**src/rv_pkg.sv**
```systemverilog
package rv_pkg;

    localparam int xlen = 32;

    typedef logic [4:0]      reg_addr_t;
    typedef logic [xlen-1:0] word_t;

    // Major opcodes of the kept RV32I subset
    typedef enum logic [6:0] {
        op_lui    = 7'b0110111,
        op_jal    = 7'b1101111,
        op_jalr   = 7'b1100111,
        op_branch = 7'b1100011,
        op_load   = 7'b0000011,
        op_store  = 7'b0100011,
        op_imm    = 7'b0010011,
        op_reg    = 7'b0110011
    } opcode_t;

    // alu_add must stay at zero, a cleared ctrl_t is a bubble
    typedef enum logic [3:0] {
        alu_add,
        alu_sub,
        alu_and,
        alu_or,
        alu_xor,
        alu_slt,
        alu_pass_b,  // LUI
        alu_eq,      // BEQ compare
        alu_ne       // BNE compare
    } alu_op_t;

    typedef enum logic [1:0] {
        wb_alu,
        wb_mem,
        wb_pc4
    } wb_sel_t;

    typedef enum logic [1:0] {
        fwd_none,
        fwd_mem,
        fwd_wb
    } fwd_sel_t;

    typedef struct packed {
        logic    reg_write;
        logic    mem_read;
        logic    mem_write;
        logic    alu_src_imm;  // Operand b from immediate
        logic    is_branch;
        logic    is_jal;
        logic    is_jalr;
        alu_op_t alu_op;
        wb_sel_t wb_sel;
    } ctrl_t;

    typedef struct packed {
        word_t pc;
        word_t inst;
        logic  valid;
    } if_id_t;

    typedef struct packed {
        word_t     pc;
        word_t     rs1_data;
        word_t     rs2_data;
        word_t     imm;
        reg_addr_t rs1;
        reg_addr_t rs2;
        reg_addr_t rd;
        ctrl_t     ctrl;
        logic      valid;
    } id_ex_t;

    typedef struct packed {
        word_t     pc;
        word_t     alu_result;
        word_t     store_data;
        reg_addr_t rd;
        logic      reg_write;
        logic      mem_read;
        logic      mem_write;
        wb_sel_t   wb_sel;
        logic      valid;
    } ex_mem_t;

    typedef struct packed {
        word_t     pc;
        word_t     alu_result;
        word_t     mem_data;
        reg_addr_t rd;
        logic      reg_write;
        wb_sel_t   wb_sel;
        logic      valid;
    } mem_wb_t;

    // ADDI x0, x0, 0
    localparam word_t nop_instruction = 32'h0000_0013;

endpackage

```
**src/rv_hazard_unit.sv**
```systemverilog
module rv_hazard_unit (
    input  rv_pkg::reg_addr_t rs1_id,
    input  rv_pkg::reg_addr_t rs2_id,
    input  rv_pkg::id_ex_t    id_ex,
    input  rv_pkg::ex_mem_t   ex_mem,
    input  rv_pkg::mem_wb_t   mem_wb,
    input  logic              redirect,
    output logic              stall,
    output logic              flush_if_id,
    output logic              flush_id_ex,
    output rv_pkg::fwd_sel_t  fwd_a,
    output rv_pkg::fwd_sel_t  fwd_b
);

    import rv_pkg::*;

    logic load_use;

    // Memory stage is younger, so it wins over write-back
    function automatic fwd_sel_t pick_source(reg_addr_t src, ex_mem_t em, mem_wb_t mw);
        if (src == '0) begin
            return fwd_none;
        end
        if (em.valid && em.reg_write && (em.rd == src)) begin
            return fwd_mem;
        end
        if (mw.valid && mw.reg_write && (mw.rd == src)) begin
            return fwd_wb;
        end
        return fwd_none;
    endfunction

    assign fwd_a = pick_source(id_ex.rs1, ex_mem, mem_wb);
    assign fwd_b = pick_source(id_ex.rs2, ex_mem, mem_wb);

    // Load in execute feeding the instruction in decode
    assign load_use = id_ex.valid && id_ex.ctrl.mem_read && (id_ex.rd != '0)
                      && ((id_ex.rd == rs1_id) || (id_ex.rd == rs2_id));

    // A redirect kills the dependent anyway, no need to hold
    assign stall       = load_use && !redirect;
    assign flush_if_id = redirect;
    assign flush_id_ex = redirect || load_use;

endmodule

```
**config.mk**
```make
export PLATFORM = sky130hd
export DESIGN_NAME = rv_hazard_unit
export DESIGN_NICKNAME = d
export VERILOG_FILES = /design/src/rv_pkg.sv /design/src/rv_hazard_unit.sv
export SDC_FILE = /design/constraint.sdc
export NUM_CORES = 1
export LEC_CHECK = 0
export BUFFER_PORTS_ARGS = -buffer_cell sky130_fd_sc_hd__buf_4
export CORE_AREA = 2 2 149 151
export DETAILED_ROUTE_END_ITERATION = 12
export DIE_AREA = 0 0 151 153
export GPL_ROUTABILITY_DRIVEN = 0
export GPL_TIMING_DRIVEN = 0
export MAX_ROUTING_LAYER = met4
export PLACE_DENSITY = 0.33
export SLEW_MARGIN = 10
export SYNTH_ARGS = -nofsm -noshare
export SYNTH_HDL_FRONTEND = slang
export SYNTH_SLANG_ARGS = --single-unit
```
**constraint.sdc**
```tcl
create_clock -name vclk -period 1.4
set_input_delay 0.21 -clock vclk [all_inputs]
set_output_delay 0.21 -clock vclk [all_outputs]
set_load 0.005 [all_outputs]
```
# Yosys cells after proc, flatten, opt, wreduce, memory -nomap -nowiden
# Index checks and enable logic that the tools add are counted.
[classes] eq_ne=6 mux=24 n_reduce_logical=16
[ops] operator="5-bit == test" n=6
[ops] operator="2-bit 2-to-1 mux" n=12
[ops] operator="1-bit 2-to-1 mux" n=12
[ops] operator="1-bit logical AND" n=10
[ops] operator="5-bit zero test" n=2
[ops] operator="5-bit nonzero test" n=1
[ops] operator="1-bit logical OR" n=2
[ops] operator="1-bit zero test" n=1
[totals] reg_bits=0 inputBits=380

# Longest topological paths before layout
[logic_depth] word_depth=9 depth_mapped=4 mapped_depth_nobuf=4

# Worst setup path after synthesis
# No wires, ideal clock.
[synth_path] path_kind="in2out" from="input id_ex[15] in the netlist's numbering" to="output flush_id_ex" arrival_ns=0.963 slack_ns=0.227 stages=3 cell_sequence="or4_4 o211ai_2 o21bai_1"
[synth_via] elab_chain_len=4 elab_cells_between_ends=7
[synth_rtl] item="start: declaration" line="rv_hazard_unit.sv:4" text="input rv_pkg::id_ex_t id_ex,"
[synth_rtl] item="5-bit == test / 5-bit nonzero test (equally long branches)" line="rv_hazard_unit.sv:38, rv_hazard_unit.sv:37"
[synth_rtl] item="1-bit logical OR / 1-bit logical AND (equally long branches)" line="rv_hazard_unit.sv:38, rv_hazard_unit.sv:37"
[synth_rtl] item="1-bit logical AND (*)" line="rv_hazard_unit.sv:38" text="&& ((id_ex.rd == rs1_id) || (id_ex.rd == rs2_id));"
[synth_rtl] item="1-bit logical OR (*)" line="rv_hazard_unit.sv:43" text="assign flush_id_ex = redirect || load_use;"
[synth_rtl] item="end: declaration" line="rv_hazard_unit.sv:10" text="output logic flush_id_ex,"
# Every way passes the cells marked *; elsewhere a longest branch is shown, timed or not.

# Worst setup path after layout
[layout_path] from="input id_ex[17] in the netlist's numbering" to="output flush_id_ex"
# The elaborated chain is that of the path after synthesis.

==> impl_results.md <==
- Int Pwr: ~150 uW
- Sw Share: 0.4256
- Starting density of the core: 0.01992
- Final core utilization: 0.05765
- Seq. cell area: 0 um^2
- Synthesized Nets: about 440
- Worst VDD drop: ~0.000084 V
- Failing checks: setup timing
- Vias per inst: 1.633
- Period utilization: 1.055
- CTS hold repair buffers: 0
- Die area: between 20,000 and 25,000 um^2
- PortBufs: just under 50
- Commonest cells after routing, fill and taps aside: buf_4 (49), xor2_1 (18), xnor2_1 (9)
- Core area: 21,490 um^2
- Number of max-cap violations: 0
- Final Setup Violations: 2
- Die width: between 150 and 200 um
- Combinational share of power: 1.000
- Crit path max fanout: 2
- FFs & Latches: 0
- I/O pin total: approximately 390
- Switching power total: about 110 uW
- Synth warnings: 0
- Die height: 153 um
- Avg Cell Area, Syn: just over 7 um^2
- Vias in the first global route: just over 700
- Post-DP HPWL: approximately 2600 um
- Fin nets: 492
- Fillers: around 2,600
- Slew Limit Fails: 0
- First-pass GRT wire length: ~4000 um
- Cell Rows: between 50 and 60
- Iter 0 DRT Violations: 4
- Max-Slew Margin vs Limit: 0.8105
- Drt first pass iters: 3
- Area of the multi-input gates: 466.7 um^2
- F_max: a little under 0.7 GHz
- Pin count of the biggest net entering global routing: 5
- Area grow syn2layout: 189.5%
- CP endpoint kind: output port
- PD cells: approximately 210 nW/um^2
- Clock power share: 0
- RSZ-0062 raised after global routing: true
- Initial antenna violation count: 2
- GRT overflow: 0
- Final Hold Fails: 0
- WS Path Type: in -> out
- Most common cell after layout, fill and taps aside: buf_4
- Synth unique cells: 15
- Final WL: between 2000 and 3000 um
- CP required: 1.19 ns
- LEAKAGE: 0.0004167 uW
- Startpoint Class: input pin
- Wire length per cell: around 7 um
- Register area share after synthesis: 0
- DR vias: 640
- Post-detailed-route DRC marker count: 0
- CP arrival: about 1.3 ns
- Status: finished with violations
- Worst slew pin tran: 0.2819 ns
- Instance count of the mapped netlist: roughly 60
- Clock buf count: 0
- Min Tclk post-route: about 1.5 ns
- Total Power: ~260 uW
- Antenna-violating nets left: 0
- Final worst setup slack: -0.07630 ns
- Share of cells above drive strength 1: 0.5636
- Hold Crit Class: in -> out
- GRT Util Overall: 0.02307
- Mapped Area: 427.9 um^2
- Sequential Power Share: 0
repair_timing:
item / CTS / global route
gates resized for setup: 9 / 5
pin swaps: 3 / 6
endpoints found under the setup margin: 4 / 6
setup buffers: 1 / 1
cloned: 0 / 0
power groups by stage:
stage	registers [uW]	clock network (uW)	logic, uW
3_3_place_gp	0	0	239
6_report	0	0.000191	259
5_1_grt	0	0.000191	287
2_1_floorplan	0	0	84.3
3_5_place_dp	0	0	242
4_1_cts	0	0	256
path summary, 6_finish.rpt:
check                  from           to  slack [ns]  depth (start not counted)
hold / removal     redirect        stall        0.69                          3
setup / recovery  id_ex[17]  flush_id_ex       -0.08                          5
cell usage after synthesis:
library cell	count	area [um^2]
nor3_1	11	55.05
o211ai_2	1	12.51
nand2_1	1	3.750
inv_1	2	7.510
xnor2_1	10	87.58
buf_4	1	7.510
nor4_1	2	12.51
xor2_1	18	157.7
o21bai_1	1	7.510
nand4_1	4	25.02
a21oi_1	2	10.01
a22oi_1	1	7.510
nor2_1	2	7.510
a21boi_1	2	15.01
or4_4	1	11.26
cell type report:
type	count	share of cell area
Antenna cell	2	0.004040
Multi-Input combinational cell	56	0.3768
Tap cell	280	0.2828
Inverter	2	0.006061
Buffer	1	0.006061
Timing Repair Buffer	51	0.3242
critical path, stage by stage:
cell and delay [ns]:
buf_8 0.09, or4_4 0.53, o211ai_4 0.20, o21bai_1 0.09
buf_4 0.14
cells by family (layout without fill, tap and decap cells):
logic type,after synthesis,in the layout,synth area share
AOI/OAI and AO/OA,7,7,0.1228
xor gates and xnor gates,28,28,0.5731
buffers and inverters,3,54,0.03510
other,0,2,0
and+or+nand+nor,21,21,0.2690
layer usage:
metal,GRT usage,wire [um]
met5,-,0
met4,0,0
met3,0.007761,293
met2,0.04091,1317
met1,0.02680,1082
through the flow:
| stage | instance area (um^2) | hold WS, ns | setup TNS [ns] | setup WS (ns) | instances |
|---|---|---|---|---|---|
| after detailed placement | 1146 | 0.7059 | -0.3446 | -0.1616 | 388 |
| after global routing | 1239 | 0.7080 | -0.2490 | -0.1251 | 392 |
| after global placement | 1146 | 0.7014 | -0.3974 | -0.2002 | 388 |
| after floorplan | 427.9 | 0.4565 | 0 | 0.2267 | 59 |
| final | 1239 | 0.6864 | -0.1242 | -0.07630 | 392 |
| after CTS | 1196 | 0.6980 | -0.2717 | -0.1471 | 389 |
(Power assumes the default switching activity.)
