**src/rv_pkg.sv**
```systemverilog
package rv_pkg;

    localparam int xlen = 32;

    typedef logic [4:0]      reg_addr_t;
    typedef logic [xlen-1:0] word_t;

    // Major opcodes of the kept RV32I subset
    typedef enum logic [6:0] {
        op_lui    = 7'b0110111,
        op_jal    = 7'b1101111,
        op_jalr   = 7'b1100111,
        op_branch = 7'b1100011,
        op_load   = 7'b0000011,
        op_store  = 7'b0100011,
        op_imm    = 7'b0010011,
        op_reg    = 7'b0110011
    } opcode_t;

    // alu_add must stay at zero, a cleared ctrl_t is a bubble
    typedef enum logic [3:0] {
        alu_add,
        alu_sub,
        alu_and,
        alu_or,
        alu_xor,
        alu_slt,
        alu_pass_b,  // LUI
        alu_eq,      // BEQ compare
        alu_ne       // BNE compare
    } alu_op_t;

    typedef enum logic [1:0] {
        wb_alu,
        wb_mem,
        wb_pc4
    } wb_sel_t;

    typedef enum logic [1:0] {
        fwd_none,
        fwd_mem,
        fwd_wb
    } fwd_sel_t;

    typedef struct packed {
        logic    reg_write;
        logic    mem_read;
        logic    mem_write;
        logic    alu_src_imm;  // Operand b from immediate
        logic    is_branch;
        logic    is_jal;
        logic    is_jalr;
        alu_op_t alu_op;
        wb_sel_t wb_sel;
    } ctrl_t;

    typedef struct packed {
        word_t pc;
        word_t inst;
        logic  valid;
    } if_id_t;

    typedef struct packed {
        word_t     pc;
        word_t     rs1_data;
        word_t     rs2_data;
        word_t     imm;
        reg_addr_t rs1;
        reg_addr_t rs2;
        reg_addr_t rd;
        ctrl_t     ctrl;
        logic      valid;
    } id_ex_t;

    typedef struct packed {
        word_t     pc;
        word_t     alu_result;
        word_t     store_data;
        reg_addr_t rd;
        logic      reg_write;
        logic      mem_read;
        logic      mem_write;
        wb_sel_t   wb_sel;
        logic      valid;
    } ex_mem_t;

    typedef struct packed {
        word_t     pc;
        word_t     alu_result;
        word_t     mem_data;
        reg_addr_t rd;
        logic      reg_write;
        wb_sel_t   wb_sel;
        logic      valid;
    } mem_wb_t;

    // ADDI x0, x0, 0
    localparam word_t nop_instruction = 32'h0000_0013;

endpackage

```
**src/rv_regfile.sv**
```systemverilog
module rv_regfile (
    input  logic              clk,
    input  logic              reset,
    input  logic              wr_en,
    input  rv_pkg::reg_addr_t wr_addr,
    input  rv_pkg::word_t     wr_data,
    input  rv_pkg::reg_addr_t rd_addr_a,
    input  rv_pkg::reg_addr_t rd_addr_b,
    output rv_pkg::word_t     rd_data_a,
    output rv_pkg::word_t     rd_data_b,
    input  rv_pkg::reg_addr_t dbg_addr,
    output rv_pkg::word_t     dbg_data
);

    import rv_pkg::*;

    word_t regs [1:31];  // x0 has no storage

    always_ff @(posedge clk or posedge reset) begin
        if (reset) begin
            for (int i = 1; i < 32; i++) begin
                regs[i] <= '0;
            end
        end else if (wr_en && (wr_addr != '0)) begin
            regs[wr_addr] <= wr_data;
        end
    end

    // Same-cycle write shows through to decode
    function automatic word_t read_port(reg_addr_t addr);
        if (addr == '0) return '0;
        if (wr_en && (wr_addr == addr)) return wr_data;
        return regs[addr];
    endfunction

    always_comb begin
        rd_data_a = read_port(rd_addr_a);
        rd_data_b = read_port(rd_addr_b);
        dbg_data  = read_port(dbg_addr);
    end

endmodule

```
**config.mk**
```make
export PLATFORM = sky130hd
export DESIGN_NAME = rv_regfile
export DESIGN_NICKNAME = d
export VERILOG_FILES = /design/src/rv_pkg.sv /design/src/rv_regfile.sv
export SDC_FILE = /design/constraint.sdc
export NUM_CORES = 2
export LEC_CHECK = 0
export BUFFER_PORTS_ARGS = -buffer_cell sky130_fd_sc_hd__buf_2
export CELL_PAD_IN_SITES_DETAIL_PLACEMENT = 0
export CELL_PAD_IN_SITES_GLOBAL_PLACEMENT = 1
export CORE_UTILIZATION = 30
export DETAILED_ROUTE_END_ITERATION = 8
export GPL_ROUTABILITY_DRIVEN = 0
export PLACE_DENSITY = 0.51
export SKIP_CTS_REPAIR_TIMING = 1
export SLEW_MARGIN = 15
export SYNTH_ARGS = -nofsm -noshare
export SYNTH_HDL_FRONTEND = slang
export SYNTH_SLANG_ARGS = --single-unit
```
**constraint.sdc**
```tcl
create_clock -name clk -period 42 [get_ports clk]
set_clock_uncertainty 0.15 [all_clocks]
set_input_delay 8.4 -clock clk [delete_from_list [all_inputs] [get_ports clk]]
set_output_delay 8.4 -clock clk [all_outputs]
set_load 0.005 [all_outputs]
```
# Word-level counts from Yosys, hierarchy flattened
# Cells that the tools add are included.
# totals
register_bits	992
input_bits	55
# classes
magnitude_cmp	5
eq_ne	3
muxes	33
n_bitwise	4
reduce_logical	9
# ops
cell	count
992-bit bitwise mux	1
32-bit 2-to-1 mux	19
32-bit binary-select mux with 5-bit select	3
32-bit demux with 5-bit select	1
6-bit >= comparator (second input constant)	4
5-bit NOT with 6-bit output	4
5-bit equality test	3
5-bit zero test	3
1-bit 2-to-1 mux	9
6-bit by 1-bit < comparator with 1-bit output (second input constant)	1
1-bit logical AND	5
5-bit nonzero test	1

# Logic depth before layout (Yosys ltp)
# logic_depth
word_depth	6
mapped_depth	10
ltp_nobuf	5

# Worst setup path after synthesis
# OpenSTA, ideal clock, no wires.
# synth_path
path_type	input port to output port
from	input rd_addr_a[1]
to	output rd_data_a[17]
arrival_ps	10129
required_ps	33450
setup_slack_ps	23321
stages	8
n_path_buf	4
path_cell_list	buf_2 -> buf_2 -> buf_4 -> clkbuf_1 -> mux4_2 -> a221o_1 -> a211oi_1 -> nor3_1
# synth_via
elab_chain_cells	6
# synth_rtl
element	line_no	rtl
from (decl)	rv_regfile.sv:7	input rv_pkg::reg_addr_t rd_addr_a,
5-bit NOT with 6-bit output (not written as such) / 5-bit equality test (equally long branches)	rv_regfile.sv:33, rv_regfile.sv:32	
32-bit binary-select mux with 5-bit select / 1-bit logical AND (equally long branches)	rv_regfile.sv:33, rv_regfile.sv:32	
32-bit 2-to-1 mux (not written as such) / 1-bit 2-to-1 mux (equally long branches) (2 in series)	rv_regfile.sv:33, rv_regfile.sv:32	
32-bit 2-to-1 mux	rv_regfile.sv:33	return regs[addr];
32-bit 2-to-1 mux *	rv_regfile.sv:32	if (wr_en && (wr_addr == addr)) return wr_data;
to (decl)	rv_regfile.sv:9	output rv_pkg::word_t rd_data_a,
# Every way passes the cells marked *; elsewhere a longest branch is shown, timed or not. The select of a mux whose other input is x is not followed.

# Worst setup path after layout
# layout_path
from	input rd_addr_a[0]
to	output rd_data_a[18]
# The elaborated chain is that of the path after synthesis.

==> results.tsv <==
stage	metric	value	unit
cells_and_area	largest register by flop count	regs	
global_route	Overflow after GRT	0	
sta	fin crit period	22.18	ns
place	port bufs	150	
synthesis	Syn Inst Count	4389	
drt	drt via density	6.171	
floorplanning	Die ar.	0.2081	mm^2
clock_tree	Clock Pin Slew Worst Setup and Hold Paths	0.06	ns
place	pre-CTS worst setup slack	19.58	ns
place	HPWL after DPL	153100	um
setup_path	critical path capture point	rd_data_a[18]	
clock_tree	total CTS buffers	120	
synthesis	syn nets	4444	
clock_tree	H-tree levels	3	
setup_path	CP endpoint kind	primary output	
clock_tree	maximum clock insertion buffer count	3	
sta	Setup-failing EPs final	0	
floorplanning	Die Y	456.2	um
drt	DRC	0	
synthesis	Netlist Area Pre-Place	0.06190	mm^2
sta	Final WS setup	19.82	ns
global_route	largest net degree at the start of global routing	140	
floorplanning	Initial Utilization	30.22	%
floorplanning	Placeable Area	0.2048	mm^2
setup_path	Setup CP Type	input pin to primary output	
setup_path	flop2flop setup slack	41.00	ns
floorplanning	I/O pin count	151	
sta	Worst-Margin Slew	1.256	ns
setup_path	worst-path maximum fanout	46	
cells_and_area	FILL cells	19960	
cells_and_area	layout cells sized above 1	52.71	%
sta	relative slew slack	15.14	%
sta	max-slew violation count	0	
global_route	initial antenna violation count	16	
sta	Tcrit/Tclk final	52.82	%
synthesis	sequential share of the synthesized area	40.11	%
drt	final wirelength	264900	um
synthesis	synth cell count leaders	mux2_2, dfrtp_1, mux4_2	
sta	fmax	45.08	MHz
clock_tree	CTS sink cnt	992	
drt	post-route ant nets	0	
setup_path	crit path launch	rd_addr_a[0]	
clock_tree	Worst-Skew Late Latency	0.79	ns
synthesis	syn_area_per_cell	14.10	um^2
floorplanning	num rows	166	
drt	DRT Pass-1 Iters	5	
synthesis	count of cell types in the netlist	62	
synthesis	flops & latches, synth	992	
clock_tree	CTS tree	yes	
synthesis	Area contributors post-synth	dfrtp_1, mux4_2, mux2_2, a221oi_1, clkbuf_1	
synthesis	Top FF cell, synth	dfrtp_1	
setup_path	Crit path arrival time	13.63	ns
synthesis	most frequent cell after synthesis	mux2_2	
synthesis	EDFF count, synth	0	
worst_hold_path	worst hold start	regs[824]	
pwr	Leak	28.44	nW
drt	Iter 0 DRT Violations	4308	
setup_path	r2r worst-path depth	1	
cells_and_area	nets@finish	4339	
synthesis	total number of yosys warnings	0	
sta	Setup TNS Final	0	ns
drt	Routed WL per cell	37.40	um
cells_and_area	Largest regs	regs x992	
sta	Fin. Hold Viols	0	
drt	Vias	43710	
cells_and_area	Largest register FFs	992	
floorplanning	chip width	456.2	um
synthesis	Synth area leader	dfrtp_1	
global_route	first-pass GRT wire length	370300	um
synthesis	post-synth top area share	40.11	%
setup_path	Worst Path Required	33.45	ns
setup_path	critical path launch point type	input pin	
cells_and_area	P&R area growth vs syn	11.69	%
pwr	PD cells	46.19	mW/mm^2
clock_tree	Clock Root Buffer	clkbuf_16	
sta	RSZ-0062 raised after global routing	no	
global_route	total track usage	25.15	%
pwr	maximum vdd drop	0.00003229	V
global_route	vias in the first global route	44010	
outcome	status	finished, final reports clean	
worst_hold_path	HP Class	flip-flop to flip-flop	
setup_path	R2R Path Start	regs[304]	
setup_path	Critical R2R Capture	regs[304]	
run	max cap viols	0	
synthesis	Post-synth ARST share	100.0	%
## how the worst min path moves through the flow
| stage | to | slack, ns | cells past startpoint |
|---|---|---|---|
| finish | regs[824] | 0.39 | 1 |
| CTS | regs[824] | 0.39 | 1 |
| global route | regs[672] | 0.41 | 1 |
| detailed placement | regs[824] | 0.38 | 1 |
| global placement | regs[37] | 0.37 | 1 |
| floorplan | regs[555] | 0.36 | 1 |
## routing by layer
metal / GRT usage (%) / up-vias / share of wire [%]
li1: - / 17280 / -
met1: 34.14 / 24290 / 43
met2: 40.38 / 1744 / 48
met3: 4.064 / 393 / 6.3
met4: 9.174 / 2 / 3.5
met5: 0 / - / 0.0049
## kinds of logic (layout without fill, tap and decap cells)
kind of cell,after synthesis,after routing,synth area share (%)
compound gates,516,516,6.438
other cells,0,11,0
mux,1860,1860,45.59
flops,992,992,40.11
buf+inv,511,506,3.918
simple gates,495,495,3.736
xor+xnor,15,15,0.2123
## critical path, cell delays in order
cell,delay (ns)
buf_8,0.41
buf_4,0.75
buf_4,0.69
buf_4,0.68
buf_4,0.64
mux4_2,0.58
a22o_1,0.23
a221o_1,0.28
a211oi_1,0.56
nor3_1,0.10
buf_2,0.15
## where the power goes
| part | switching [mW] | internal [mW] |
|---|---|---|
| Clock | 0.452 | 0.639 |
| Combinational | 0.327 | 0.450 |
| Sequential | 0.181 | 1.14 |
| Total | 0.961 | 2.23 |
## layout by cell type (no fill, tap or decap), types with 8 or more instances in the layout
cell,instances
nor3_1,95
clkbuf_16,121
bufinv_16,8
o22ai_1,32
a211oi_1,50
o221ai_1,9
a21oi_1,67
a21o_1,9
nand2_1,116
a22oi_1,31
diode_2,11
mux4_2,647
buf_4,132
nand2b_1,12
mux2_2,1125
dfrtp_1,992
xor2_1,8
o21ai_0,41
nand2_4,8
a221o_1,58
nor2_4,19
buf_2,137
nor2_1,121
a221oi_1,104
clkbuf_8,35
clkbuf_1,30
mux2i_1,82
clkinv_2,19
nor2b_1,19
a22o_1,67
nand3_1,35
## cell type report
cell class / count / area [um^2] / share of cell area, %
Tap cell: 2688 / 3363 / 4.865
Antenna cell: 11 / 27.53 / 0.03982
Sequential cell: 992 / 24820 / 35.91
Multi-Input combinational cell: 2886 / 34990 / 50.62
Timing Repair Buffer: 278 / 1818 / 2.630
Inverter: 6 / 31.28 / 0.04525
Clock inverter: 36 / 451.7 / 0.6534
Clock buffer: 186 / 3622 / 5.240
## stage by stage
step	area (um^2)	cells	total power, mW	hold WS [ns]	util [%]
after floorplan	61900	4389	1.870	0.3567	-
after global placement	65030	6850	2.099	0.3705	31.75
after detailed placement	65030	6850	2.113	0.3802	31.75
after CTS	69100	7072	3.215	0.3937	33.74
after global routing	69120	7079	3.331	0.4078	33.75
final	69130	7083	3.194	0.3891	33.76
Power figures use the tool's default switching activity.
