File: config.mk
export PLATFORM = sky130hd
export DESIGN_NAME = rv_decoder
export DESIGN_NICKNAME = d
export VERILOG_FILES = /design/src/rv_pkg.sv /design/src/rv_decoder.sv
export SDC_FILE = /design/constraint.sdc
export NUM_CORES = 1
export LEC_CHECK = 0
export ABC_AREA = 1
export BUFFER_PORTS_ARGS = -buffer_cell sky130_fd_sc_hd__buf_2
export CORE_AREA = 2 2 53 55
export DETAILED_ROUTE_END_ITERATION = 8
export DIE_AREA = 0 0 55 57
export PLACE_DENSITY = 0.91
export SETUP_SLACK_MARGIN = 0.5
export SYNTH_ARGS = -nofsm -noshare
export SYNTH_HDL_FRONTEND = slang
export SYNTH_SLANG_ARGS = --single-unit
File: constraint.sdc
create_clock -name vclk -period 2.9
set_input_delay 0.145 -clock vclk [all_inputs]
set_output_delay 0.145 -clock vclk [all_outputs]
set_load 0.005 [all_outputs]
File: src/rv_pkg.sv
package rv_pkg;

    localparam int xlen = 32;

    typedef logic [4:0]      reg_addr_t;
    typedef logic [xlen-1:0] word_t;

    // Major opcodes of the kept RV32I subset
    typedef enum logic [6:0] {
        op_lui    = 7'b0110111,
        op_jal    = 7'b1101111,
        op_jalr   = 7'b1100111,
        op_branch = 7'b1100011,
        op_load   = 7'b0000011,
        op_store  = 7'b0100011,
        op_imm    = 7'b0010011,
        op_reg    = 7'b0110011
    } opcode_t;

    // alu_add must stay at zero, a cleared ctrl_t is a bubble
    typedef enum logic [3:0] {
        alu_add,
        alu_sub,
        alu_and,
        alu_or,
        alu_xor,
        alu_slt,
        alu_pass_b,  // LUI
        alu_eq,      // BEQ compare
        alu_ne       // BNE compare
    } alu_op_t;

    typedef enum logic [1:0] {
        wb_alu,
        wb_mem,
        wb_pc4
    } wb_sel_t;

    typedef enum logic [1:0] {
        fwd_none,
        fwd_mem,
        fwd_wb
    } fwd_sel_t;

    typedef struct packed {
        logic    reg_write;
        logic    mem_read;
        logic    mem_write;
        logic    alu_src_imm;  // Operand b from immediate
        logic    is_branch;
        logic    is_jal;
        logic    is_jalr;
        alu_op_t alu_op;
        wb_sel_t wb_sel;
    } ctrl_t;

    typedef struct packed {
        word_t pc;
        word_t inst;
        logic  valid;
    } if_id_t;

    typedef struct packed {
        word_t     pc;
        word_t     rs1_data;
        word_t     rs2_data;
        word_t     imm;
        reg_addr_t rs1;
        reg_addr_t rs2;
        reg_addr_t rd;
        ctrl_t     ctrl;
        logic      valid;
    } id_ex_t;

    typedef struct packed {
        word_t     pc;
        word_t     alu_result;
        word_t     store_data;
        reg_addr_t rd;
        logic      reg_write;
        logic      mem_read;
        logic      mem_write;
        wb_sel_t   wb_sel;
        logic      valid;
    } ex_mem_t;

    typedef struct packed {
        word_t     pc;
        word_t     alu_result;
        word_t     mem_data;
        reg_addr_t rd;
        logic      reg_write;
        wb_sel_t   wb_sel;
        logic      valid;
    } mem_wb_t;

    // ADDI x0, x0, 0
    localparam word_t nop_instruction = 32'h0000_0013;

endpackage

File: src/rv_decoder.sv
module rv_decoder (
    input  rv_pkg::word_t     inst,
    output rv_pkg::reg_addr_t rs1,
    output rv_pkg::reg_addr_t rs2,
    output rv_pkg::reg_addr_t rd,
    output rv_pkg::word_t     imm,
    output rv_pkg::ctrl_t     ctrl
);

    import rv_pkg::*;

    opcode_t    opcode;
    logic [2:0] funct3;
    logic [6:0] funct7;
    word_t      i_imm;
    word_t      s_imm;
    word_t      b_imm;
    word_t      u_imm;
    word_t      j_imm;

    assign opcode = opcode_t'(inst[6:0]);
    assign funct3 = inst[14:12];
    assign funct7 = inst[31:25];
    assign rs1    = inst[19:15];
    assign rs2    = inst[24:20];
    assign rd     = inst[11:7];

    assign i_imm = {{20{inst[31]}}, inst[31:20]};
    assign s_imm = {{20{inst[31]}}, inst[31:25], inst[11:7]};
    assign b_imm = {{19{inst[31]}}, inst[31], inst[7], inst[30:25], inst[11:8], 1'b0};
    assign u_imm = {inst[31:12], 12'b0};
    assign j_imm = {{11{inst[31]}}, inst[31], inst[19:12], inst[20], inst[30:21], 1'b0};

    always_comb begin
        ctrl = '0;  // Bubble unless a case below matches
        imm  = i_imm;
        case (opcode)
            op_reg: begin
                ctrl.reg_write = 1'b1;
                case ({funct7, funct3})
                    {7'b0000000, 3'b000}: ctrl.alu_op = alu_add;
                    {7'b0100000, 3'b000}: ctrl.alu_op = alu_sub;
                    {7'b0000000, 3'b111}: ctrl.alu_op = alu_and;
                    {7'b0000000, 3'b110}: ctrl.alu_op = alu_or;
                    {7'b0000000, 3'b100}: ctrl.alu_op = alu_xor;
                    {7'b0000000, 3'b010}: ctrl.alu_op = alu_slt;
                    default:              ctrl.reg_write = 1'b0;
                endcase
            end
            op_imm: begin
                ctrl.reg_write   = (funct3 == 3'b000);  // ADDI only
                ctrl.alu_src_imm = 1'b1;
            end
            op_lui: begin
                ctrl.reg_write   = 1'b1;
                ctrl.alu_src_imm = 1'b1;
                ctrl.alu_op      = alu_pass_b;
                imm              = u_imm;
            end
            op_load: begin
                ctrl.reg_write   = (funct3 == 3'b010);
                ctrl.mem_read    = (funct3 == 3'b010);
                ctrl.alu_src_imm = 1'b1;
                ctrl.wb_sel      = wb_mem;
            end
            op_store: begin
                ctrl.mem_write   = (funct3 == 3'b010);
                ctrl.alu_src_imm = 1'b1;
                imm              = s_imm;
            end
            op_branch: begin
                ctrl.is_branch = (funct3 == 3'b000) || (funct3 == 3'b001);
                ctrl.alu_op    = funct3[0] ? alu_ne : alu_eq;
                imm            = b_imm;
            end
            op_jal: begin
                ctrl.reg_write = 1'b1;
                ctrl.is_jal    = 1'b1;
                ctrl.wb_sel    = wb_pc4;
                imm            = j_imm;
            end
            op_jalr: begin
                ctrl.reg_write   = (funct3 == 3'b000);
                ctrl.is_jalr     = (funct3 == 3'b000);
                ctrl.alu_src_imm = 1'b1;  // ALU adds rs1 and offset
                ctrl.wb_sel      = wb_pc4;
            end
            default: ;
        endcase
    end

endmodule

# Yosys cells after proc, flatten, opt, wreduce, memory -nomap -nowiden
# Cells that the tools add are included.
op_classes:
  add_sub_neg: 0
  multipliers: 0
  div: 0
  magnitude_cmp: 0
  n_eq_ne: 15
  n_shift: 0
  muxes: 13
  n_bitwise: 0
  reduce_logical: 8
op_table:
  columns: ["cell", "count"]
  rows:
  - ["case mux 31 bit (4 select lines)", 1]
  - ["equality test 10 x 3 -> 1 bit (second input constant)", 3]
  - ["equality test 7 x 6 -> 1 bit (second input constant)", 3]
  - ["equality test 7 bit (second input constant)", 3]
  - ["case mux 3 bit (5 select lines)", 1]
  - ["case mux 4 bit (3 select lines)", 1]
  - ["equality test 10 x 2 -> 1 bit (second input constant)", 1]
  - ["equality test 10 x 9 -> 1 bit (second input constant)", 1]
  - ["logical NOT 10 bit", 1]
  - ["equality test 7 x 2 -> 1 bit (second input constant)", 1]
  - ["equality test 7 x 5 -> 1 bit (second input constant)", 1]
  - ["two-way mux 1 bit", 7]
  - ["OR reduction 2 bit", 3]
  - ["OR reduction 6 bit", 1]
  - ["OR reduction 5 bit", 1]
  - ["two-way mux 4 bit", 1]
  - ["case mux 1 bit (4 select lines)", 1]
  - ["case mux 2 bit (2 select lines)", 1]
  - ["equality test 3 x 1 -> 1 bit (second input constant)", 1]
  - ["equality test 3 x 2 -> 1 bit (second input constant)", 1]
  - ["logical NOT 3 bit", 1]
  - ["logical OR 1 bit", 1]
totals:
  register_bits: 0
  latchBits: 0
  ramBits: 0
  romBits: 0
  input_bits: 32
  out_inout_bits: 60
  elab_cells: 36
  memories: 0

# Logic depth before layout (Yosys ltp)
depth:
  depth_word: 4
  mapped_depth: 9
  ltp_nobuf: 9

# Worst setup path before layout
# Ideal clock, no wire load.
synth_timing:
  path_kind: "in2out"
  startpoint: "input port inst[1]"
  endpoint: "output port imm[20]"
  arrival_time_ps: 1007
  required_ps: 2755
  slack_ps: 1748
  stages: 6
  path_buffers: 1
  cell_sequence: "nand2_2 -> nor3_2 -> nand2_1 -> nand3_2 -> buf_6 -> nand2_1"
synth_between:
  elab_chain_len: 2
  word_cells_on_any_way: 5
  classes_between: "eq/ne: 4; mux: 1"
synth_rtl:
  columns: ["element", "line_no", "text"]
  rows:
  - ["start: declaration", "rv_decoder.sv:2", "input rv_pkg::word_t inst,"]
  - ["equality test 7 bit or equality test 7 x 6 -> 1 bit (tied branches)", "rv_decoder.sv:37", "case (opcode)"]
  - ["case mux 31 bit (4 select lines) (*)", "rv_decoder.sv:37", null]
  - ["end: declaration", "rv_decoder.sv:6", "output rv_pkg::word_t imm,"]
# Mark *: on every way between the ends. The rest lies on a longest branch, timed or not.

# Final worst setup path
layout_timing:
  startpoint: "input port inst[2]"
  endpoint: "output port imm[23]"
# The elaborated chain is that of the path after synthesis.

==> results list <==
* Result of the run: finished, final reports clean
- Die Span X: 55 um
* Endpoint type of the worst setup path: primary output
* Die Span Y: about 57 um
* Global-route congestion overflow total: 0
- The filler cells instantiated in the layout total 295.
- The share of synthesized area in the top cell type comes to 0.2734.
* Synth warnings: 0
- The number of global-route vias before repair was around 1,300.
- Share of total power in sequential cells: 0
- Of the total power, the clock network draws 0.
* # Post-CTS Setup Buffers: 0
* Cell with the largest stage delay on the worst path: nor3_4
- Dividing the detail-routed via count by the number of cells gives 4.882.
- In this design, the critical path's most frequently occurring cell is buf_2.
* Synthesized instance count: 231
* Max-slew violation count: 0
* Most used cells in the layout excluding fill and tap cells: 92 x buf_2, 79 x nand2_1, 42 x nor2_1, 29 x inv_1, 25 x nand3_1
* Setup violation total in the final timing report: 0
- Worst Hold Margin: between 400 and 500 ps
- Once the clock tree was built, the resizer swapped 0 gates to a different size.
- Of the total synthesized cell area, the portion taken by XOR and XNOR cells is 0.
- Of all nets on the critical path, the largest fanout is 13.
- In the routed design, unresolved DRC markers number 0.
* Average routed wire per standard cell: around 10 um
- For this design the ratio of total power to cell area is 94.68 mW/mm^2.
* Overall global routing resource usage: 0.2032
- The analysis attributes to net switching a power of 0.07679 mW.
- Simple-Gate Fraction of Synth Area: 0.6955
- Dominant delay contributor by cell family on the critical path: simple AND/OR/NAND/NOR gates
- The net count of the finished layout is 333.
* Number of different library cells in the post-synthesis netlist: 19
* FP Rows: 19
- Including well taps, the total number of placed cells is 330.
* CP bufs+invs: 4
* Time the final worst path needs with I/O delays and setup: 1820 ps
- Pleak: 1.024 nW
- In this run, post-CTS hold repair placed 0 buffers.
* Total of clock buffers placed in the layout: 0
- Final Wtd Congestion: 0.9100
* I/O pin count: 92
- Worst-case vdd ir drop: 0.05886 mV
- The internal portion of the total power is 0.05708 mW.
- RSZ-0062 raised after global routing: false
* Flip-flop and latch count: 0
- The compound-gate portion of the synthesized area is 0.03691.
* Relative slew slack: 0.6503
- At the worst endpoint, the required time is 2760 ps.
- Share of the core filled with cells: 0.5407
- Synth Net Count: 263
* Hold Path Class: input port to primary output
* Max_cap viols: 0
* Power Total: 0.1339 mW
- Core footprint: 0.002615 mm^2
- The signal on the critical path passes through buf_2 > inv_1 > nor3_4 > nand2_4 > inv_2 > nor2_4 > nand3_2 > nand2_1 > buf_2.
* Register area: 0 um^2
- Worst Max-Slew Pin Slew: roughly 520 ps
* Count of endpoints failing hold in the final timing report: 0
- Cells taking the most area after synthesis: nand2_1 27%, nor2_1 15%, nand3_1 12%
* Part of the Yosys area used for sequential elements: 0
- Nature of the critical path startpoint: input port
- Via count: 1,611
- Share of final-layout standard cells stronger than drive strength 1: 0.3579
* # diodes: 0
- Highest attainable clock frequency: about 0.55 GHz
* Commonest non-fill, non-tap cell in the layout: buf_2
- Synth Cell Area: 0.001085 mm^2
- The detail route stage leaves a number of antenna-violating nets equal to 0.
- The die covers 0.003135 mm^2.
* First-pass GRT wire length: a little over 5000 um
- Fraction of power spent switching nets: 0.5736
- Setup TNS after final layout: 0 ps
- Crit Path Class: input port to primary output
* Mean post-synth cell area: 4.696 um^2
- Post-synthesis mux area share: 0
* Initial core utilization: 0.4148
- Starting DRT DRC Count: 44
- Count of buffers from port buffering: roughly 90
- Of the total synthesized cell area, the portion taken by full adders, half adders and majority gates is 0.
- The final layout contains routed wiring with a total length of 3420 um.
- Dominant combinational cell family by area after synthesis: simple AND/OR/NAND/NOR gates
- Excluding fillers, the count of instances in the completed layout stands at 330.
* Largest net degree at the start of global routing: 14
* Maximum single-stage delay on the critical path: 470 ps
- Relative area change from synthesis to final layout: 30.33%
* Antenna violations before repair: 0
* Post-route clock period utilization: 0.6277
- Arrival time reported for the critical path endpoint: approximately 1700 ps
* Final HPWL DP: between 2000 and 3000 um
- Share of total power in combinational logic: 1.000
* 1st-pass router iterations: 4
* Top cell type by total area after synthesis: nand2_1
-- final timing paths --
path | from | endpoint | slack [ps] | cells after the start
setup / recovery | inst[2] | imm[23] | 1080 | 9
hold / removal | inst[19] | rs1[4] | 470 | 2
-- per-layer routing --
layer	GRT usage	part of all wire
met5	0	0
met4	0.02091	0.0035
met3	0.01047	0.12
met2	0.3656	0.48
met1	0.2697	0.39
-- cell type report --
| cell class | count | area [um^2] | share of cell area |
|---|---|---|---|
| Tap cell | 31 | 38.79 | 0.02743 |
| Inverter | 32 | 120.1 | 0.08496 |
| Multi-Input combinational cell | 175 | 794.5 | 0.5619 |
| Timing Repair Buffer | 92 | 460.4 | 0.3257 |
-- cells in the mapped netlist --
master,number
buf_2,4
buf_4,16
buf_6,2
clkbuf_1,2
inv_1,29
inv_2,3
nand2_1,79
nand2_2,3
nand2_4,1
nand3_1,25
nand3_2,3
nand4_1,3
nor2_1,42
nor2_4,2
nor3_1,5
nor3_2,1
nor3_4,2
nor4_1,1
o21ai_0,8
-- power by group through the flow --
| stage | registers (mW) | clock network, mW | logic [mW] |
|---|---|---|---|
| final | 0 | 0 | 0.134 |
| after global routing | 0 | 0 | 0.153 |
| after CTS | 0 | 0 | 0.134 |
| after detailed placement | 0 | 0 | 0.134 |
| after global placement | 0 | 0 | 0.132 |
| after floorplan | 0 | 0 | 0.0741 |
-- metrics by stage --
step | cell area, um^2 | worst slack [ps]
final | 1414 | 1080
after CTS | 1414 | 1077
after floorplan | 1085 | 1748
after global placement | 1414 | 1123
after detailed placement | 1414 | 1079
after global routing | 1414 | 871.8
-- cells by family (layout without fill, tap and decap cells) --
group                  Yosys count  count (layout)
buffers and inverters           56             124
and+or+nand+nor                167             167
AOI/OAI and AO/OA                8               8
(Power assumes the default switching activity.)
