File: config.mk
export PLATFORM = sky130hd
export DESIGN_NAME = rv_alu
export DESIGN_NICKNAME = d
export VERILOG_FILES = /design/src/rv_pkg.sv /design/src/rv_alu.sv
export SDC_FILE = /design/constraint.sdc
export NUM_CORES = 1
export LEC_CHECK = 0
export ABC_CLOCK_PERIOD_IN_PS = 4400
export BUFFER_PORTS_ARGS = -buffer_cell sky130_fd_sc_hd__buf_4
export CAP_MARGIN = 25
export CORE_UTILIZATION = 55
export DETAILED_ROUTE_END_ITERATION = 6
export PLACE_DENSITY_LB_ADDON = 0.25
export SLEW_MARGIN = 20
export SYNTH_ARGS = -nofsm -noshare
export SYNTH_HDL_FRONTEND = slang
export SYNTH_SLANG_ARGS = --single-unit
File: constraint.sdc
create_clock -name vclk -period 4.4
set_clock_uncertainty 0.05 [all_clocks]
set_input_delay 0.88 -clock vclk [all_inputs]
set_output_delay 0.88 -clock vclk [all_outputs]
set_load 0.005 [all_outputs]
File: src/rv_pkg.sv
package rv_pkg;

    localparam int xlen = 32;

    typedef logic [4:0]      reg_addr_t;
    typedef logic [xlen-1:0] word_t;

    // Major opcodes of the kept RV32I subset
    typedef enum logic [6:0] {
        op_lui    = 7'b0110111,
        op_jal    = 7'b1101111,
        op_jalr   = 7'b1100111,
        op_branch = 7'b1100011,
        op_load   = 7'b0000011,
        op_store  = 7'b0100011,
        op_imm    = 7'b0010011,
        op_reg    = 7'b0110011
    } opcode_t;

    // alu_add must stay at zero, a cleared ctrl_t is a bubble
    typedef enum logic [3:0] {
        alu_add,
        alu_sub,
        alu_and,
        alu_or,
        alu_xor,
        alu_slt,
        alu_pass_b,  // LUI
        alu_eq,      // BEQ compare
        alu_ne       // BNE compare
    } alu_op_t;

    typedef enum logic [1:0] {
        wb_alu,
        wb_mem,
        wb_pc4
    } wb_sel_t;

    typedef enum logic [1:0] {
        fwd_none,
        fwd_mem,
        fwd_wb
    } fwd_sel_t;

    typedef struct packed {
        logic    reg_write;
        logic    mem_read;
        logic    mem_write;
        logic    alu_src_imm;  // Operand b from immediate
        logic    is_branch;
        logic    is_jal;
        logic    is_jalr;
        alu_op_t alu_op;
        wb_sel_t wb_sel;
    } ctrl_t;

    typedef struct packed {
        word_t pc;
        word_t inst;
        logic  valid;
    } if_id_t;

    typedef struct packed {
        word_t     pc;
        word_t     rs1_data;
        word_t     rs2_data;
        word_t     imm;
        reg_addr_t rs1;
        reg_addr_t rs2;
        reg_addr_t rd;
        ctrl_t     ctrl;
        logic      valid;
    } id_ex_t;

    typedef struct packed {
        word_t     pc;
        word_t     alu_result;
        word_t     store_data;
        reg_addr_t rd;
        logic      reg_write;
        logic      mem_read;
        logic      mem_write;
        wb_sel_t   wb_sel;
        logic      valid;
    } ex_mem_t;

    typedef struct packed {
        word_t     pc;
        word_t     alu_result;
        word_t     mem_data;
        reg_addr_t rd;
        logic      reg_write;
        wb_sel_t   wb_sel;
        logic      valid;
    } mem_wb_t;

    // ADDI x0, x0, 0
    localparam word_t nop_instruction = 32'h0000_0013;

endpackage

File: src/rv_alu.sv
module rv_alu (
    input  rv_pkg::word_t   a,
    input  rv_pkg::word_t   b,
    input  rv_pkg::alu_op_t op,
    output rv_pkg::word_t   result,
    output logic            cond
);

    import rv_pkg::*;

    word_t diff;

    assign diff = a - b;  // Shared by SUB and the compares

    always_comb begin
        case (op)
            alu_add:    result = a + b;
            alu_sub:    result = diff;
            alu_and:    result = a & b;
            alu_or:     result = a | b;
            alu_xor:    result = a ^ b;
            alu_slt:    result = {{(xlen-1){1'b0}}, $signed(a) < $signed(b)};
            alu_pass_b: result = b;
            default:    result = diff;
        endcase
    end

    // Branch condition, only meaningful for eq and ne
    always_comb begin
        case (op)
            alu_eq:  cond = (diff == '0);
            alu_ne:  cond = (diff != '0);
            default: cond = 1'b0;
        endcase
    end

endmodule

==> results of run 1 <==
==> stage by stage <==
step                worst slack, ps  cells  TNS [ps]
detailed placement             -548   1403     -5090
global placement               -478   1403     -3700
CTS                            -377   1435     -1680
floorplan                      1.30    928         0
==> per-layer routing <==
metal / GRT overflow / global-route usage [%]
met1: 4 / 78.7
met2: 63 / 97.3
met3: 2 / 62.7
met4: 55 / 86.3
met5: 0 / 17.1
==> repair_timing <==
item / 4_1_cts
gates resized for setup: 147
setup buffers: 34
pin swaps: 58
hold buffers: 0
setup endpoints to repair: 20
cloned: 1
==> logic make-up after synthesis <==
logic type      count (synthesis)  share of synthesized area (%)
compound gates                356                           41.7
xor+xnor                       12                           1.74
fa+ha+maj                     101                           21.2
buf+inv                       161                           10.2
mux                             8                           1.35
simple gates                  290                           23.8
==> flow_summary_export.csv, run 1 <==
group,metric,value,unit
grt,grt_pass1_vias,12500,
yosys,synth_area,6040,µm²
yosys,syn-num-nets,1097,
place,place_hpwl,21300,µm
yosys,yosysMostFrequentCell,"ha_1",
yosys,synthTopCellsByCount,"99 x ha_1, 96 x inv_1, 87 x nor2_1, 64 x a21oi_1, 61 x nand2_1",
yosys,synth_top_cell_area_share,20.5,%
floorplan,die_w,107,µm
place,port_buffers,101,
yosys,synthCells,928,
grt,grt_pass1_wl,70600,µm
floorplan,fp.dieH,107,µm
outcome,haltStage,"global routing",
yosys,syn_area_per_cell,6.50,µm²
grt,grt_max_degree,24,
yosys,yosysSeqAreaShare,0,%
grt,grt.overflow.total,124,
place,place_area,9100,µm²
outcome,outcome,"did not finish",
yosys,ys_types,85,
place,routabilityCongestion,1.06,
floorplan,initial_core_util,57.7,%
yosys,synth.largest_area_cell,"ha_1",
grt,grt_use_total,79.8,%
floorplan,io_pins,101,
yosys,yosys_warnings,0,
outcome,tool.error,"[ERROR GRT-0116] Global routing finished with congestion. Check the congestion regions in the DRC Viewer.",
floorplan,rows,37,
yosys,synth_area_leaders,"ha_1 21%, inv_1 6.0%, nor2_1 5.4%",
==> inputs of run 2 (changes only) <==
--- a/config.mk
+++ b/config.mk
@@ -5,12 +5,12 @@
 export SDC_FILE = /design/constraint.sdc
 export NUM_CORES = 1
 export LEC_CHECK = 0
-export ABC_CLOCK_PERIOD_IN_PS = 4400
+export ABC_CLOCK_PERIOD_IN_PS = 5700
 export BUFFER_PORTS_ARGS = -buffer_cell sky130_fd_sc_hd__buf_4
 export CAP_MARGIN = 25
-export CORE_UTILIZATION = 55
+export CORE_UTILIZATION = 40
 export DETAILED_ROUTE_END_ITERATION = 6
-export PLACE_DENSITY_LB_ADDON = 0.25
+export PLACE_DENSITY_LB_ADDON = 0.15
 export SLEW_MARGIN = 20
 export SYNTH_ARGS = -nofsm -noshare
 export SYNTH_HDL_FRONTEND = slang
==> constraint.sdc (replaced) <==
create_clock -name vclk -period 5.7
set_clock_uncertainty 0.05 [all_clocks]
set_input_delay 1.14 -clock vclk [all_inputs]
set_output_delay 1.14 -clock vclk [all_outputs]
set_load 0.005 [all_outputs]
==> run 2 against run 1 <==
Compared with the run above:
- the flow now finishes, with violations (DRC)
- synthesized cell count stayed put
- synthesized area is the same
==> flow_summary_export.csv, run 2 <==
group,metric,value,unit
outcome,outcome,"finished, violations left",
outcome,violations,"DRC",
floorplan,coreArea,14600,µm²
timing,fin_hold_ws,2530,ps
setup_path,cp_cell_sequence,"buf_4, inv_1, ha_1, fa_2, nor2_1, o311a_4, o21ai_4, o2bb2ai_4, nor3_1, or4b_1, a311oi_2, and4_1, and4b_1, mux2i_1, buf_4",
pwr,p_leak,3.56,nW
cells_and_area,n_clock_buffer,0,
setup_path,criticalPathCategory,"in2out",
setup_path,cpMostUsedCell,"buf_4",
job,drv_cap,0,
setup_path,critPathRequiredTime,4510,ps
grt,grt_pass1_wl,37100,µm
floorplan,rows,44,
cells_and_area,syn_to_final_growth,24.9,%
place,routabilityCongestion,0.958,
yosys,syn_area_per_cell,6.50,µm²
cells_and_area,diodes,0,
routing,wirelength,22900,µm
place,port_buffers,101,
setup_path,start_kind,"primary input",
pwr,p_total,0.876,mW
hold_path,min_delay_path_depth,3,
timing,setup_violations,0,
yosys,synth_top_cell_area_share,20.5,%
cells_and_area,ff_latch_area,0,µm²
setup_path,max_stage_delay,570,ps
timing,maxSlewHeadroom,45.2,%
hold_path,holdPathEnd,"result[21]",
hold_path,hold_class,"in2out",
yosys,yosys_warnings,0,
routing,viasPerCell,6.24,
floorplan,fp.dieH,125,µm
routing,remaining_drc_errors,8,
routing,via_count,7735,
timing,period_share,99.0,%
timing,rsz0062_at_grt,"true",
yosys,syn-num-nets,1097,
setup_path,cp_max_fo,7,
yosys,synth_area,6040,µm²
grt,grt.overflow.total,0,
timing,min_period,5650,ps
grt,grt_use_total,28.4,%
yosys,yosysMostFrequentCell,"ha_1",
setup_path,cpMaxStageDelayCell,"or4b_1",
routing,dr.pass1.iters,7,
place,dp.cells,1237,
place,pre_cts_ws,-19.8,ps
grt,grt_max_degree,32,
hold_path,hold_path_startpoint,"b[21]",
yosys,synthCells,928,
floorplan,initial_core_util,41.2,%
cells_and_area,final_cell_mix,"185 x buf_4, 98 x ha_1, 95 x inv_1",
pwr,ir_drop,0.0504,mV
cells_and_area,nets,1226,
pwr,pwr_density_cell,116,nW/µm²
timing,timing.fmax,0.177,GHz
timing,maxSlewViolCount,0,
cells_and_area,final_util,51.5,%
place,place_hpwl,18100,µm
yosys,synthTopCellsByCount,"99 x ha_1, 96 x inv_1, 87 x nor2_1, 64 x a21oi_1, 61 x nand2_1",
setup_path,end_kind,"output pin",
grt,grt_pass1_vias,7235,
setup_path,cp_data_arrival_time,4460,ps
routing,antenna_left,0,
yosys,synth.largest_area_cell,"ha_1",
timing,tightest_slew,820,ps
routing,drt-initial-drc-count,711,
floorplan,die_w,125,µm
yosys,synth_area_leaders,"ha_1 21%, inv_1 6.0%, nor2_1 5.4%",
grt,antenna_found_initial,0,
timing,hold_viol,0,
cells_and_area,seq_cell_count,0,
yosys,yosysSeqAreaShare,0,%
cells_and_area,finalNonFillerCells,1239,
timing,setup_slack,54.8,ps
cells_and_area,drive_above_1_share,22.1,%
routing,avgRoutedWirePerCell,18.5,µm
floorplan,dieArea,15600,µm²
cells_and_area,layout_commonest_cell,"buf_4",
floorplan,io_pins,101,
yosys,ys_types,85,
==> run 2: area by class of cell <==
cell class,count,area [µm²]
fill,1542,7100
inverter,103,390
tap,184,230
multi-input combinational,767,5530
timing repair buffer,185,1390
==> run 2: repair_timing <==
item / in CTS / in global routing
gates resized for setup: 1 / 16
pin swaps: 0 / 4
hold buffers: 0 / 0
buffers inserted: 0 / 2
cloned: 0 / 0
endpoints found under the setup margin: 1 / 5
==> run 2: routing by layer <==
metal	routed length [µm]	vias to the layer above	GRT usage [%]	part of all wire [%]
li1	-	3712	-	-
met5	0	-	0	0
met1	10600	3647	40.3	46
met2	10200	333	45.9	44
met3	1630	43	2.36	7.1
met4	465	0	7.17	2.0
==> run 2: kinds of logic after synthesis <==
kind of cell,synth area share (%)
AO/OA/AOI/OAI,41.7
XOR/XNOR,1.74
adder cells (fa/ha/maj),21.2
buffers and inverters,10.2
AND/OR/NAND/NOR,23.8
multiplexers,1.35
==> run 2: stage by stage <==
step                      TNS [ps]  instance area (µm²)
after detailed placement     -19.8                 7430
final                            0                 7540
after global placement           0                 7430
after floorplan                  0                 6040
after global routing          -101                 7540
after CTS                        0                 7440
==> run 2: how the worst max path moves through the flow <==
| stage | end | slack [ps] | startpoint | depth (start not counted) |
|---|---|---|---|---|
| 6_report | cond | 50 | a[0] | 15 |
| 5_1_grt | cond | -100 | a[0] | 15 |
| 4_1_cts | cond | 30 | a[0] | 15 |
| 3_5_place_dp | cond | -20 | a[0] | 15 |
| 3_3_place_gp | cond | 40 | a[0] | 15 |
| 2_1_floorplan | cond | 560 | a[0] | 13 |
==> run 2: where the power goes <==
group          leakage, nW  switching, mW  internal (mW)  total (mW)
clock network            0              0              0           0
logic                 3.56          0.488          0.387       0.876
registers                0              0              0           0
total                 3.56          0.488          0.387       0.876
==> run 2: critical path: cells and delay by family <==
kind | cells | cell delay, ps
buffers and inverters | 3 | 310
AND/OR/NAND/NOR | 5 | 1210
multiplexers | 1 | 220
AO/OA/AOI/OAI | 4 | 1110
adder cells (fa/ha/maj) | 2 | 450
Power figures use the tool's default switching activity.
==> inputs of run 3 (changes only) <==
--- a/config.mk
+++ b/config.mk
@@ -5,7 +5,7 @@
 export SDC_FILE = /design/constraint.sdc
 export NUM_CORES = 1
 export LEC_CHECK = 0
-export ABC_CLOCK_PERIOD_IN_PS = 5700
+export ABC_CLOCK_PERIOD_IN_PS = 4600
 export BUFFER_PORTS_ARGS = -buffer_cell sky130_fd_sc_hd__buf_4
 export CAP_MARGIN = 25
 export CORE_UTILIZATION = 40
==> constraint.sdc (replaced) <==
create_clock -name vclk -period 4.6
set_clock_uncertainty 0.05 [all_clocks]
set_input_delay 0.92 -clock vclk [all_inputs]
set_output_delay 0.92 -clock vclk [all_outputs]
set_load 0.005 [all_outputs]
==> run 3 against run 2 <==
Compared with the run above:
- the run ends with DRC, setup timing left
- sequential share of layout area is the same
- hold slack got worse by 360 ps
- die area unchanged
- critical path type unchanged
==> flow_summary_export.csv, run 3 (synthesis gave the netlist of run 2 again) <==
group,metric,value,unit
pwr,clockPowerShare,0,%
routing,antenna_left,0,
place,dp.cells,1452,
pwr,pwr-share-comb,100.0,%
pwr,seqPwrFrac,0,%
cells_and_area,seq_cell_count,0,
routing,remaining_drc_errors,18,
routing,wirelength,26400,µm
cells_and_area,finalNonFillerCells,1475,
cells_and_area,fill_cells,1289,
pwr,intPower,0.734,mW
floorplan,io_pins,101,
place,place_hpwl,20200,µm
floorplan,initial_core_util,41.2,%
outcome,outcome,"finished, violations left",
floorplan,dieArea,15600,µm²
timing,fin_tns_setup,-649,ps
grt,antenna_found_initial,0,
setup_path,cp_data_arrival_time,4060,ps
pwr,pwr_density_cell,145,nW/µm²
setup_path,end_kind,"output pin",
grt,grt_use_total,32.1,%
timing,min_period,5030,ps
timing,setup_violations,5,
routing,viasPerCell,5.98,
setup_path,start_kind,"primary input",
timing,rsz0062_at_grt,"true",
place,routabilityCongestion,1.02,
floorplan,fp.dieH,125,µm
pwr,power_switching_share,50.1,%
timing,period_share,109,%
routing,drt-initial-drc-count,723,
timing,timing.fmax,0.199,GHz
cells_and_area,layout_commonest_cell,"buf_4",
job,drv_cap,0,
floorplan,rows,44,
pwr,ir_drop,0.0714,mV
grt,grt_pass1_vias,8248,
cells_and_area,final_cell_mix,"396 x buf_4, 85 x inv_1, 80 x nor2_1",
grt,grt.overflow.total,0,
timing,fin_hold_ws,2170,ps
clock_network,hold_buffers,0,
setup_path,criticalPathCategory,"in2out",
cells_and_area,diodes,0,
floorplan,die_w,125,µm
cells_and_area,final_cell_area,10100,µm²
outcome,violations,"DRC, setup timing",
cells_and_area,ff_latch_area,0,µm²
timing,setup_slack,-432,ps
place,port_buffers,101,
setup_path,cp_max_fo,4,
hold_path,hold_class,"in2out",
setup_path,critPathRequiredTime,3630,ps
cells_and_area,n_clock_buffer,0,
cells_and_area,syn_to_final_growth,67.7,%
floorplan,coreArea,14600,µm²
timing,tightest_slew,870,ps
routing,via_count,8816,
routing,avgRoutedWirePerCell,17.9,µm
pwr,p_leak,4.82,nW
pwr,switchingPower,0.736,mW
grt,grt_max_degree,32,
timing,maxSlewHeadroom,41.9,%
timing,maxSlewViolCount,0,
cells_and_area,drive_above_1_share,43.4,%
grt,grt_pass1_wl,41500,µm
place,place_area,9100,µm²
cells_and_area,nets,1462,
place,pre_cts_ws,-551,ps
timing,hold_viol,0,
routing,dr.pass1.iters,7,
==> run 3: changes by cell type in the layout (fill, tap and decap cells not counted), moves of 7 or more <==
cell	change
ha_1	-20
a21oi_2	+8
ha_4	+15
buf_4	+211
o21ai_0	-11
a21oi_1	-9
inv_1	-10
buf_6	+20
o21ai_2	+7
==> run 3: power groups by stage <==
stage / clock network (mW) / logic [mW] / registers, mW
global route: 0 / 1.58 / 0
finish: 0 / 1.47 / 0
CTS: 0 / 1.34 / 0
global placement: 0 / 1.25 / 0
floorplan: 0 / 0.632 / 0
detailed placement: 0 / 1.26 / 0
==> run 3: area by class of cell <==
cell class | instances | area, µm² | area share, %
tap | 184 | 230 | 2.27
inverter | 103 | 404 | 3.99
multi-input combinational | 767 | 6210 | 61.3
timing repair buffer | 421 | 3280 | 32.4
==> run 3: final timing paths <==
path                    endpoint   from  cells past startpoint  slack [ps]
worst min-delay path  result[31]  b[31]                      4        2170
worst max-delay path        cond  a[18]                     14        -430
==> run 3: what timing repair did <==
item                       4_1_cts  5_1_grt
pin swaps                       40       35
buffers inserted                11       12
gates resized for setup         89       93
setup endpoints to repair       18       17
==> run 3: metrics by stage <==
stage / util [%] / power [mW]
finish: 69.1 / 1.47
floorplan: - / 0.632
global placement: 62.1 / 1.25
detailed placement: 62.1 / 1.26
CTS: 65.5 / 1.34
global route: 69.1 / 1.58
==> run 3: worst max-delay path: stages <==
cell and delay [ps]:
buf_4 80, inv_1 30, ha_1 350, or2_1 270, o21bai_1 200, a31oi_1 270
o21ai_0 170, and3_1 210, or4_1 550, nor4_2 160, and4_1 250, and4b_1 260
mux2i_1 200, buf_4 130
==> run 3: routing by layer <==
metal | GRT usage (%) | wire (µm)
met1 | 42.9 | 11200
met3 | 2.45 | 2120
met4 | 8.46 | 960
met5 | 0 | 0
met2 | 55.2 | 12200
==> inputs of run 4 (changes only) <==
--- a/config.mk
+++ b/config.mk
@@ -5,9 +5,8 @@
 export SDC_FILE = /design/constraint.sdc
 export NUM_CORES = 1
 export LEC_CHECK = 0
-export ABC_CLOCK_PERIOD_IN_PS = 4600
+export ABC_CLOCK_PERIOD_IN_PS = 4110
 export BUFFER_PORTS_ARGS = -buffer_cell sky130_fd_sc_hd__buf_4
-export CAP_MARGIN = 25
 export CORE_UTILIZATION = 40
 export DETAILED_ROUTE_END_ITERATION = 6
 export PLACE_DENSITY_LB_ADDON = 0.15
==> constraint.sdc (replaced) <==
create_clock -name vclk -period 4.11
set_clock_uncertainty 0.05 [all_clocks]
set_input_delay 0.822 -clock vclk [all_inputs]
set_output_delay 0.822 -clock vclk [all_outputs]
set_load 0.05 [all_outputs]
==> run 4 against run 3 <==
Compared with the run above:
- the flow still finishes with violations (DRC, setup timing)
- via count rose by 4.6%
- hold slack lost 130 ps
- worst setup slack got worse by 340 ps
- flip-flop and latch count unchanged
- first-iteration DRC count up 3.3%
==> flow_summary_export.csv, run 4 (synthesis gave the netlist of run 2 again) <==
group,metric,value,unit
outcome,outcome,"finished, violations left",
outcome,violations,"DRC, setup timing",
pwr,ir_drop,0.137,mV
setup_path,critPathCapture,"cond",
floorplan,rows,44,
pwr,intPower,0.995,mW
routing,via_count,9218,
pwr,p_total,2.14,mW
setup_path,cpMaxStageDelayCell,"or4_4",
cells_and_area,final_util,77.6,%
setup_path,max_stage_delay,530,ps
grt,grt_max_degree,34,
setup_path,end_kind,"output pin",
cells_and_area,fill_cells,1035,
place,place_area,9740,µm²
floorplan,initial_core_util,41.2,%
grt,grt_use_total,32.8,%
timing,period_share,119,%
routing,viasPerCell,5.99,
cells_and_area,nets,1525,
grt,grt_pass1_wl,42500,µm
timing,fin_hold_ws,2040,ps
pwr,pwr_density_cell,188,nW/µm²
grt,grt.overflow.total,0,
cells_and_area,final_cell_area,11400,µm²
routing,antenna_left,0,
timing,timing.fmax,0.205,GHz
setup_path,cp_max_fo,4,
cells_and_area,layout_commonest_cell,"buf_4",
routing,dr.pass1.iters,7,
timing,maxSlewHeadroom,63.1,%
routing,remaining_drc_errors,10,
job,drv_cap,0,
timing,tightest_slew,552,ps
cells_and_area,syn_to_final_growth,88.3,%
place,pre_cts_ws,-882,ps
cells_and_area,ff_latch_area,0,µm²
timing,setup_violations,19,
setup_path,cp_cell_sequence,"buf_4, buf_4, ha_4, or4_4, o21ai_4, xnor2_1, a311o_1, or4_4, nor4_4, and4_1, and4b_2, mux2i_4, buf_6",
floorplan,dieArea,15600,µm²
setup_path,start_kind,"primary input",
setup_path,critPathRequiredTime,3240,ps
cells_and_area,drive_above_1_share,52.7,%
routing,wirelength,28200,µm
floorplan,coreArea,14600,µm²
floorplan,fp.dieH,125,µm
pwr,p_leak,5.29,nW
cells_and_area,final_cell_mix,"414 x buf_4, 77 x nor2_1, 74 x ha_1",
pwr,seqPwrFrac,0,%
timing,rsz0062_at_grt,"true",
routing,avgRoutedWirePerCell,18.4,µm
place,routabilityCongestion,0.970,
grt,grt_pass1_vias,8775,
routing,drt-initial-drc-count,747,
cells_and_area,n_clock_buffer,0,
place,place_hpwl,20300,µm
setup_path,criticalPathCategory,"in2out",
place,port_buffers,101,
timing,min_period,4880,ps
timing,maxSlewViolCount,0,
clock_network,hold_buffers,0,
timing,hold_viol,0,
timing,setup_slack,-769,ps
pwr,switchingPower,1.15,mW
pwr,clockPowerShare,0,%
pwr,pwr-share-comb,100.0,%
grt,antenna_found_initial,0,
setup_path,critPathLaunch,"a[5]",
floorplan,die_w,125,µm
floorplan,io_pins,101,
setup_path,cp_data_arrival_time,4010,ps
hold_path,hold_class,"in2out",
cells_and_area,seq_cell_count,0,
cells_and_area,diodes,0,
pwr,power_switching_share,53.5,%
[run 4: cell count changes in the layout (fill, tap and decap cells not counted), moves of 5 or more]
cell,change
a21oi_2,+6
inv_2,+11
a21oi_4,+5
o21ai_4,+5
inv_1,-18
buf_6,+35
o21ai_0,-14
a21oi_1,-11
o21ai_2,+6
buf_4,+18
buf_8,+5
[run 4: critical path, delay by kind of cell]
kind | cells | cell delay, ps
simple gates | 5 | 1640
fa+ha+maj | 1 | 160
mux | 1 | 240
compound gates | 2 | 590
xor+xnor | 1 | 120
buf+inv | 3 | 430
[run 4: final cells by class]
cell class / instances / area [µm²] / share of cell area (%)
inverters: 103 / 439 / 3.86
well taps: 184 / 230 / 2.03
multi-input cells: 767 / 6710 / 59.0
repair buffers: 484 / 3990 / 35.1
[run 4: stage by stage]
stage | setup TNS, ps | cells
CTS | -5450 | 1508
global route | -8470 | 1538
global placement | -11370 | 1492
floorplan | -1580 | 928
detailed placement | -11490 | 1492
finish | -6430 | 1538
[run 4: routing by layer]
metal	track usage [%]	routed length (µm)	vias to the layer above
met2	58.1	13700	432
met3	2.32	1950	83
li1	-	-	4324
met5	0	0	-
met1	42.1	11600	4379
met4	10.2	914	0
[run 4: how the worst min path moves through the flow]
stage | from | end | slack, ps | cells past startpoint
after floorplan | b[14] | result[14] | 1840 | 2
after global placement | b[31] | result[31] | 2070 | 4
after detailed placement | b[31] | result[31] | 2060 | 4
after CTS | b[31] | result[31] | 2040 | 4
after global routing | b[31] | result[31] | 2070 | 4
final | b[31] | result[31] | 2040 | 4
[run 4: what timing repair did]
item	CTS	global route
cloned	0	1
endpoints found under the setup margin	25	25
pin swaps	51	80
setup buffers	18	34
resized for setup	145	153
[run 4: power groups by stage]
| stage | logic (mW) | clock network [mW] | registers, mW |
|---|---|---|---|
| floorplan | 0.990 | 0 | 0 |
| global placement | 1.73 | 0 | 0 |
| detailed placement | 1.74 | 0 | 0 |
| CTS | 1.90 | 0 | 0 |
| global route | 2.26 | 0 | 0 |
| finish | 2.14 | 0 | 0 |
